## src/include/bnn_weights.svh

```systemverilog
`ifndef BNN_WEIGHTS_SVH
`define BNN_WEIGHTS_SVH

// Hidden signs per feature row, feature 15 first
`define BNN_HIDDEN_WEIGHTS_VAL { \
  40'h3b9e4_c17a2, 40'h8d05f_62e9b, \
  40'hc4a71_0f3d6, 40'h5e28b_d94c1, \
  40'h0a6f3_7be58, 40'hf19c2_a4076, \
  40'h6d3b8_e51a9, 40'h92e07_4cb3f, \
  40'h47c5a_b1e20, 40'hb80d6_39f4c, \
  40'h1f6a9_c27d5, 40'he35b0_8a4f1, \
  40'h7a914_d6c0e, 40'h2cd7e_f0839, \
  40'hd4086_5b1fa, 40'h9b7f1_2e6c4 }

// Output weight rows, class 9 first
`define BNN_OUTPUT_WEIGHTS_VAL { \
  40'h6b2d9_e1047, 40'ha57c0_3f8d2, \
  40'h1e94b_7c26a, 40'hd0b63_58ef1, \
  40'h7f215_a9c3e, 40'h3ac8e_06b5d, \
  40'hc649f_d2187, 40'h58e1a_b37c0, \
  40'he20d7_4a9f6, 40'h94b3c_e5d28 }

`endif

```

## src/logic/bnn_pkg.sv

```systemverilog
package bnn_pkg;

`include "bnn_weights.svh"

  // Input sample
  localparam int NUM_FEATURES = 16;
  localparam int FEATURE_W    = 4;
  localparam int DATA_W       = NUM_FEATURES * FEATURE_W; // Feature i at bits 4i+3:4i

  // Network shape
  localparam int NUM_HIDDEN  = 40;
  localparam int NUM_CLASSES = 10;

  // Sum of 16 features of up to 15 either way, plus sign
  localparam int ACC_W      = FEATURE_W + $clog2(NUM_FEATURES) + 1;
  localparam int SCORE_W    = $clog2(NUM_HIDDEN + 1); // 0 to 40
  localparam int CLASS_W    = $clog2(NUM_CLASSES);
  localparam int FEAT_IDX_W = $clog2(NUM_FEATURES);
  localparam int HID_IDX_W  = $clog2(NUM_HIDDEN);

  // Row f at bits 40f upward, bit n set means add feature f to neuron n
  localparam logic [NUM_FEATURES*NUM_HIDDEN-1:0] HIDDEN_WEIGHTS =
    `BNN_HIDDEN_WEIGHTS_VAL;

  // Row c at bits 40c upward, bit n is the weight of hidden neuron n
  localparam logic [NUM_CLASSES*NUM_HIDDEN-1:0] OUTPUT_WEIGHTS =
    `BNN_OUTPUT_WEIGHTS_VAL;

endpackage

```

## src/logic/hidden_layer.sv

```systemverilog
module hidden_layer (
  input  logic                                clk,
  input  logic                                rst,
  input  logic                                start,
  input  logic [bnn_pkg::DATA_W-1:0]          data,
  output logic [bnn_pkg::NUM_HIDDEN-1:0]      hidden_bits,
  output logic                                hidden_valid,
  output logic                                busy
);

  import bnn_pkg::*;

  logic [DATA_W-1:0]       sample;
  logic [FEAT_IDX_W-1:0]   feat_idx;
  logic [FEATURE_W-1:0]    feature;
  logic signed [ACC_W-1:0] feat_ext;
  logic [NUM_HIDDEN-1:0]   row;
  logic                    last_feat;
  logic signed [ACC_W-1:0] acc      [NUM_HIDDEN];
  logic signed [ACC_W-1:0] acc_next [NUM_HIDDEN];
  logic [NUM_HIDDEN-1:0]   signs;

  assign feature   = sample[feat_idx*FEATURE_W +: FEATURE_W];
  assign feat_ext  = ACC_W'(feature);                              // Always positive
  assign row       = HIDDEN_WEIGHTS[feat_idx*NUM_HIDDEN +: NUM_HIDDEN];
  assign last_feat = (feat_idx == FEAT_IDX_W'(NUM_FEATURES - 1));

  // One add or subtract per neuron for the current feature
  always_comb begin
    for (int n = 0; n < NUM_HIDDEN; n++) begin
      if (row[n]) begin
        acc_next[n] = acc[n] + feat_ext;
      end else begin
        acc_next[n] = acc[n] - feat_ext;
      end
      signs[n] = ~acc_next[n][ACC_W-1]; // Sum >= 0
    end
  end

  always_ff @(posedge clk or posedge rst) begin
    if (rst) begin
      busy         <= 1'b0;
      feat_idx     <= '0;
      hidden_valid <= 1'b0;
    end else begin
      hidden_valid <= busy & last_feat;
      if (start) begin
        busy     <= 1'b1;
        feat_idx <= '0;
      end else if (busy) begin
        feat_idx <= feat_idx + 1'b1;
        if (last_feat) begin
          busy <= 1'b0;
        end
      end
    end
  end

  always_ff @(posedge clk) begin
    if (start) begin
      sample <= data;
      for (int n = 0; n < NUM_HIDDEN; n++) begin
        acc[n] <= '0;
      end
    end else if (busy) begin
      for (int n = 0; n < NUM_HIDDEN; n++) begin
        acc[n] <= acc_next[n];
      end
      if (last_feat) begin
        hidden_bits <= signs; // Full sums after feature 15
      end
    end
  end

endmodule

```

## src/logic/output_layer.sv

```systemverilog
module output_layer (
  input  logic                                            clk,
  input  logic                                            rst,
  input  logic                                            hidden_valid,
  input  logic [bnn_pkg::NUM_HIDDEN-1:0]                  hidden_bits,
  output logic [bnn_pkg::NUM_CLASSES*bnn_pkg::SCORE_W-1:0] scores,
  output logic                                            scores_valid,
  output logic                                            busy
);

  import bnn_pkg::*;

  logic [NUM_HIDDEN-1:0]  bits_q;
  logic [HID_IDX_W-1:0]   bit_idx;
  logic                   hid_bit;
  logic                   last_bit;
  logic [NUM_CLASSES-1:0] match;
  logic [SCORE_W-1:0]     count [NUM_CLASSES];

  assign hid_bit  = bits_q[bit_idx];
  assign last_bit = (bit_idx == HID_IDX_W'(NUM_HIDDEN - 1));

  // XNOR of the current hidden bit against each class row
  always_comb begin
    for (int c = 0; c < NUM_CLASSES; c++) begin
      match[c] = ~(hid_bit ^ OUTPUT_WEIGHTS[c*NUM_HIDDEN + int'(bit_idx)]);
    end
  end

  genvar gc;
  generate
    for (gc = 0; gc < NUM_CLASSES; gc++) begin : g_pack
      assign scores[gc*SCORE_W +: SCORE_W] = count[gc];
    end
  endgenerate

  always_ff @(posedge clk or posedge rst) begin
    if (rst) begin
      busy         <= 1'b0;
      bit_idx      <= '0;
      scores_valid <= 1'b0;
    end else begin
      scores_valid <= busy & last_bit;
      if (hidden_valid) begin
        busy    <= 1'b1;
        bit_idx <= '0;
      end else if (busy) begin
        bit_idx <= bit_idx + 1'b1;
        if (last_bit) begin
          busy <= 1'b0; // Bit 39 done
        end
      end
    end
  end

  always_ff @(posedge clk) begin
    if (hidden_valid) begin
      bits_q <= hidden_bits;
      for (int c = 0; c < NUM_CLASSES; c++) begin
        count[c] <= '0;
      end
    end else if (busy) begin
      for (int c = 0; c < NUM_CLASSES; c++) begin
        count[c] <= count[c] + SCORE_W'(match[c]);
      end
    end
  end

endmodule

```

## src/logic/class_argmax.sv

```systemverilog
module class_argmax (
  input  logic                                             clk,
  input  logic                                             rst,
  input  logic [bnn_pkg::NUM_CLASSES*bnn_pkg::SCORE_W-1:0] scores,
  input  logic                                             scores_valid,
  output logic [bnn_pkg::CLASS_W-1:0]                      class_id,
  output logic                                             class_valid
);

  import bnn_pkg::*;

  logic [SCORE_W-1:0] score [NUM_CLASSES];
  logic [SCORE_W-1:0] best_score;
  logic [CLASS_W-1:0] best_idx;

  genvar gc;
  generate
    for (gc = 0; gc < NUM_CLASSES; gc++) begin : g_unpack
      assign score[gc] = scores[gc*SCORE_W +: SCORE_W];
    end
  endgenerate

  // Strict compare keeps the lowest index on a tie
  always_comb begin
    best_score = score[0];
    best_idx   = '0;
    for (int c = 1; c < NUM_CLASSES; c++) begin
      if (score[c] > best_score) begin
        best_score = score[c];
        best_idx   = CLASS_W'(c);
      end
    end
  end

  always_ff @(posedge clk or posedge rst) begin
    if (rst) begin
      class_id    <= '0;
      class_valid <= 1'b0;
    end else begin
      class_valid <= scores_valid;
      if (scores_valid) begin
        class_id <= best_idx; // Held until next result
      end
    end
  end

endmodule

```

## src/logic/bnn_classifier.sv

```systemverilog
module bnn_classifier (
  input  logic                          clk,
  input  logic                          rst,
  input  logic                          start,
  input  logic [bnn_pkg::DATA_W-1:0]    data,
  output logic                          busy,
  output logic                          class_valid,
  output logic [bnn_pkg::CLASS_W-1:0]   class_id
);

  import bnn_pkg::*;

  logic                             start_ok;
  logic                             h_busy;
  logic                             o_busy;
  logic [NUM_HIDDEN-1:0]            hidden_bits;
  logic                             hidden_valid;
  logic [NUM_CLASSES*SCORE_W-1:0]   scores;
  logic                             scores_valid;

  assign start_ok = start & ~busy; // Starts during a run are dropped

  // Stage pulses cover the cycle between one stage finishing and the next
  assign busy = h_busy | hidden_valid | o_busy | scores_valid;

  hidden_layer u_hidden (
    .clk          (clk),
    .rst          (rst),
    .start        (start_ok),
    .data         (data),
    .hidden_bits  (hidden_bits),
    .hidden_valid (hidden_valid),
    .busy         (h_busy)
  );

  output_layer u_output (
    .clk          (clk),
    .rst          (rst),
    .hidden_valid (hidden_valid),
    .hidden_bits  (hidden_bits),
    .scores       (scores),
    .scores_valid (scores_valid),
    .busy         (o_busy)
  );

  class_argmax u_argmax (
    .clk          (clk),
    .rst          (rst),
    .scores       (scores),
    .scores_valid (scores_valid),
    .class_id     (class_id),
    .class_valid  (class_valid)
  );

endmodule

```

## config.mk

```make
export PLATFORM = sky130hd
export DESIGN_NAME = bnn_classifier
export DESIGN_NICKNAME = d
export VERILOG_FILES = /design/src/logic/bnn_pkg.sv /design/src/logic/hidden_layer.sv /design/src/logic/output_layer.sv /design/src/logic/class_argmax.sv /design/src/logic/bnn_classifier.sv
export VERILOG_INCLUDE_DIRS = /design/src /design/src/include
export SDC_FILE = /design/constraint.sdc
export NUM_CORES = 2
export LEC_CHECK = 0
export ABC_CLOCK_PERIOD_IN_PS = 24400
export BUFFER_PORTS_ARGS = -buffer_cell sky130_fd_sc_hd__buf_2
export CORE_ASPECT_RATIO = 0.7
export CORE_MARGIN = 1
export CORE_UTILIZATION = 50
export CTS_CLUSTER_DIAMETER = 200
export DETAILED_ROUTE_END_ITERATION = 8
export GPL_ROUTABILITY_DRIVEN = 0
export PLACE_DENSITY = 0.74
export REMOVE_ABC_BUFFERS = 1
export SLEW_MARGIN = 20
export SYNTH_ARGS = -nofsm -noshare
export SYNTH_HDL_FRONTEND = slang
export SYNTH_HIERARCHICAL = 1
export SYNTH_SLANG_ARGS = --single-unit
```

## constraint.sdc

```tcl
create_clock -name clk -period 24.4 [get_ports clk]
set_input_delay 4.88 -clock clk [delete_from_list [all_inputs] [get_ports clk]]
set_output_delay 4.88 -clock clk [all_outputs]
set_load 0.05 [all_outputs]
```

**Yosys cells after proc, flatten, opt, wreduce, memory -nomap -nowiden**

Memory sizes are Yosys's and may differ from the RTL's.
Cells that the tools add are included.

- Add/sub/neg operators: 101
- Multiply operators: 1
- Div/mod/pow operators: 0
- $lt $le $gt $ge: 20
- Equal/unequal tests: 2
- Shifts and indexed selects: 2
- Multiplexer cells: 148
- Bitwise operators: 118
- Reductions and logical operators: 3

Operators by type and width:

| kind | number |
|---|---|
| 9-bit 2-to-1 mux | 80 |
| 640-bit by 11-bit variable part select with 40-bit output, first input constant | 1 |
| 9-bit by 5-bit adder with 9-bit output | 40 |
| 9-bit by 5-bit subtractor with 9-bit output | 40 |
| 32-bit by 11-bit < comparator with 1-bit output, second input constant | 9 |
| 6-bit 2-to-1 mux | 20 |
| 64-bit by 7-bit variable part select with 4-bit output | 1 |
| 6-bit by 1-bit adder with 6-bit output | 10 |
| 6-bit > comparator | 9 |
| 1-bit OR | 53 |
| 1-bit NOT | 52 |
| 1-bit 2-to-1 mux | 37 |
| 9-bit by 6-bit adder with 10-bit output, first input constant | 3 |
| 8-bit by 6-bit adder with 9-bit output, first input constant | 3 |
| 7-bit by 6-bit adder with 8-bit output, first input constant | 2 |
| 4-bit 2-to-1 mux | 4 |
| 3-bit 2-to-1 mux | 4 |
| 6-bit by 10-bit < comparator with 1-bit output, second input constant | 1 |
| 1-bit bitwise XOR | 10 |
| 6-bit by 6-bit adder with 7-bit output, first input constant | 1 |
| 6-bit by 7-bit < comparator with 1-bit output, second input constant | 1 |
| 4-bit by 3-bit multiplier with 7-bit output, second input constant | 1 |
| 6-bit by 1-bit adder with 6-bit output, second input constant | 1 |
| 1-bit binary-select mux with 6-bit select | 1 |
| other kinds (7) | 11 |

- Flip-flop bits (word level): 163
- Latch bits: 0
- Bits in writable memories: 420
- Memory bits (read-only): 4672
- Input bits: 67
- Output and inout port bits: 6
- Memories: 12

Memory list:

| name | words | width | rd ports | clocked after Yosys merged registers in | wr ports | line | text |
|---|---|---|---|---|---|---|---|
| (no name shown) | 512 | 1 | 1 | 0 | 0 | output_layer.sv:26 | `match[c] = ~(hid_bit ^ OUTPUT_WEIGHTS[c*NUM_HIDDEN + int'(bit_idx)]);` |
| (no name shown) | 512 | 1 | 1 | 0 | 0 | output_layer.sv:26 |  |
| (no name shown) | 512 | 1 | 1 | 0 | 0 | output_layer.sv:26 |  |
| (no name shown) | 512 | 1 | 1 | 0 | 0 | output_layer.sv:26 |  |
| (no name shown) | 512 | 1 | 1 | 0 | 0 | output_layer.sv:26 |  |
| (no name shown) | 512 | 1 | 1 | 0 | 0 | output_layer.sv:26 |  |
| +6 memories | n/a | n/a | n/a | n/a | n/a | n/a |  |

**Depth between registers and ports, before layout**

An unclocked memory read counts as a cell.

- Word-level depth: 19
- Mapped depth: 89

**Cells and area by module**

The synthesis kept the hierarchy.

Modules (own cells, without submodules):

| module | times used | cells an instance | area an instance (um^2) | seq. area each (um^2) |
|---|---|---|---|---|
| hidden_layer | 1 | 3244 | 33522.2 | 14083.5 |
| output_layer | 1 | 605 | 7076.8 | 3203.1 |
| class_argmax | 1 | 351 | 2583.7 | 125.1 |
| bnn_classifier | 1 | 3 | 21.3 | 0.0 |

**Worst setup path after synthesis**

Ideal clock, no wire load.

- Kind: flip-flop to flip-flop
- Start point: memory u_output/count[0][4] (netlist name)
- End point: register u_argmax/class_id[1] (netlist name)
- Data arrival time: 14.901 ns
- Required time: 24.312 ns
- Setup slack: 9.411 ns
- Stages on the path, launching flop included: 83
- Path buffers: 3
- Cell sequence: edfxtp_1 > inv_1 > ha_1 > and4_4 > o21a_2 > o31a_1 > buf_2 > a21oi_1 > ha_1 > nand2_1 > nor2_1 > o311a_1 > a211oi_2 > or4b_4 > o211ai_4 > nor2_1 > a21oi_1 > inv_1 > (+47 left out) > o21ai_0 > nand2b_1 > a21oi_1 > nor2b_1 > o22ai_1 > clkbuf_1 > a31oi_1 > ha_1 > nor2b_1 > o21a_1 > o21a_1 > o21ai_0 > nand2b_1 > a21oi_1 > o21ai_0 > nor2_1 > a21oi_1 > a41oi_1

RTL lines:

| what | line | text |
|---|---|---|
| from (decl) | output_layer.sv:18 | `logic [SCORE_W-1:0] count [NUM_CLASSES];` |
| to (signal assigned) | class_argmax.sv:42 | `class_id <= best_idx;` |
| to (decl) | class_argmax.sv:6 | `output logic [bnn_pkg::CLASS_W-1:0] class_id,` |

==> results_dict.tcl <==
set metrics [dict create \
    port-buffer-count 72 \
    ant_nets 0 \
    min_from "u_hidden/hidden_bits[27]" \
    viasPerCell 5.97 \
    grt_pass1_vias 31100 \
    cap_violations 0 \
    slew_headroom 0.284 \
    yosys_most_used_dff "edfxtp_1" \
    fill_cells 7245 \
    synth_area_per_cell_um2 10.3 \
    syn_to_final_growth_pct 7.93 \
    synth-async-reset-ratio 0.0326 \
    synthCells 4203 \
    cts_buffers 60 \
    rsz0062_at_grt "false" \
    r2r_start "u_output/count[0][4]" \
    setup_viol 0 \
    start_util 0.509 \
    wl_um 105000 \
    ff2ff_setup_slack_ns 6.44 \
    startpoint_type "flip-flop" \
    htree_levels 2 \
    worst_path_most_repeated_cell "a21oi_1" \
    hold_viol 0 \
    layout_commonest_cell "nor2_1" \
    critPathSlowestCell "o22ai_1" \
    maxSlewViolCount 0 \
    synth_edf_count 564 \
    place_inst 5280 \
    wl_per_cell_um 19.5 \
    grt_max_degree 153 \
    cp.arrival_ns 18.51 \
    die_area_um2 87600 \
    synth.distinct_cells 104 \
    dpl.hpwl_um 67700 \
    finalCriticalPeriod_ns 17.96 \
    critPathRequiredTime_ns 24.95 \
    die_h_um 248 \
    crit_family "compound AO/OA/AOI/OAI gates" \
    fin_cells 5393 \
    clkSlewWorstSetupHoldPaths_ns 0.06 \
    ios 73 \
    crit_start "u_output/count[0][4]" \
    drtPass1Iterations 6 \
    antenna_found_initial 0 \
    max_freq_mhz 55.7 \
    vias 32200 \
    root_buffer "clkbuf_16" \
    insertion_delay_ns 0.66 \
    drt_iter0_markers 3097 \
    drive_gt1_frac 0.112 \
    cts_setup_buffers 0 \
    holdBufCountCts 0 \
    cts.sinks 583 \
    rows 89 \
    drc 0 \
    cts_resized 0 \
    worstSetupPathType "reg2reg" \
    period_share 0.736 \
    fin_skew_ns 0.0328 \
    critPathBufInv 7 \
    grt_overflow_total 0 \
    fin_util 0.550 \
    syn_area_um2 43200 \
    setup_slack_ns 6.44 \
    cp-end-kind "flip-flop" \
    layout.nets 4663 \
    fin_tns_setup_ns 0 \
    tightest_slew_ns 1.07 \
    synth_seq_cells 583 \
    core_um2 84900 \
    cts_tree "done" \
    track_usage 0.240 \
    yosysWarningCount 6 \
    crit_path_max_fanout 17 \
    cts_buffer_depth 3 \
    grt_pass1_wl_um 169000 \
    ys_seq_area_frac 0.403 \
    status "finished, final reports clean" \
    die_w_um 353 \
    layout_common_cells "590 x nor2_1, 564 x edfxtp_1, 349 x ha_1" \
    min-delay-path-class "reg2reg" \
    diodes 0 \
    place_ws_ns 6.84 \
    cpPeakStageDelay_ns 0.71 \
]
## area by class of cell
| cell class | instances | area [um^2] | share of cell area |
|---|---|---|---|
| Timing Repair Buffer | 127 | 786 | 0.0169 |
| Tap cell | 1137 | 1420 | 0.0305 |
| Multi-Input combinational cell | 3177 | 24000 | 0.515 |
| Clock buffer | 67 | 1580 | 0.0339 |
| Inverter | 256 | 961 | 0.0206 |
| Clock inverter | 46 | 437 | 0.00936 |
| Sequential cell | 583 | 17400 | 0.374 |
## sequential cells by signal, indices dropped and copies added, names as in the netlist
| register | flops |
|---|---|
| u_hidden/busy | 1 |
| u_output/count | 60 |
| u_output/bits_q | 40 |
| u_hidden/hidden_valid | 1 |
| u_output/busy | 1 |
| u_hidden/acc | 360 |
| u_hidden/sample | 64 |
| u_argmax/class_valid | 1 |
| u_output/bit_idx | 6 |
| u_output/scores_valid | 1 |
| u_hidden/hidden_bits | 40 |
| u_argmax/class_id | 4 |
| u_hidden/feat_idx | 4 |
## worst paths after layout
| kind | end | cells past startpoint |
|---|---|---|
| setup / recovery | u_argmax/class_id[1] | 83 |
| hold / removal | u_output/bits_q[27] | 0 |
| setup reg to reg | u_argmax/class_id[1] | 83 |
| hold reg to reg | u_output/bits_q[27] | 0 |
| max in group asynchronous | u_output/bit_idx[2] | 2 |
| min in group asynchronous | u_argmax/class_id[3] | 2 |
## logic make-up after synthesis
kind of cell	after synthesis	share of synthesized area
buffers and inverters	443	0.0422
AO/OA/AOI/OAI	805	0.130
flip-flops	583	0.403
multiplexers	198	0.0639
XOR/XNOR	420	0.0851
adder cells (fa/ha/maj)	448	0.133
AND/OR/NAND/NOR	1306	0.143
## cells in the mapped netlist, types with 63 or more instances
library cell,number,share of area
mux2i_1,63,0.015
clkbuf_1,114,0.0099
o21ai_0,147,0.017
nor2b_1,100,0.014
inv_1,253,0.022
mux2_2,78,0.020
a31oi_1,63,0.0091
nand2_1,207,0.018
nor3_1,83,0.0096
xnor2_1,264,0.054
a21oi_1,149,0.017
a21o_1,92,0.016
ha_1,351,0.10
xor2_1,156,0.032
nor2_1,592,0.051
edfxtp_1,564,0.39
and2_1,96,0.014
## stage by stage
stage          cell area, um^2  hold slack [ns]
6_report                 46600            0.417
5_1_grt                  46600            0.420
4_1_cts                  46600            0.419
3_5_place_dp             44600            0.405
3_3_place_gp             44600            0.401
2_1_floorplan            42300            0.400
## worst register-to-register path, delay by kind of cell (launching register included)
family / cells / cell delay [ns]
AO/OA/AOI/OAI: 40 / 8.09
multiplexers: 7 / 2.59
buffers and inverters: 7 / 0.70
flip-flops: 1 / 0.48
adder cells (fa/ha/maj): 10 / 2.72
AND/OR/NAND/NOR: 19 / 3.31
## layer usage
layer / global-route usage / routed length [um] / part of all wire
met1: 0.354 / 49200 / 0.47
met2: 0.366 / 44600 / 0.42
met3: 0.0414 / 9220 / 0.088
met4: 0.0549 / 1970 / 0.019
met5: 0 / 0 / 0
Power is not shown: default switching activity piles up to over one toggle a cycle in this logic, so the estimate is an artifact.
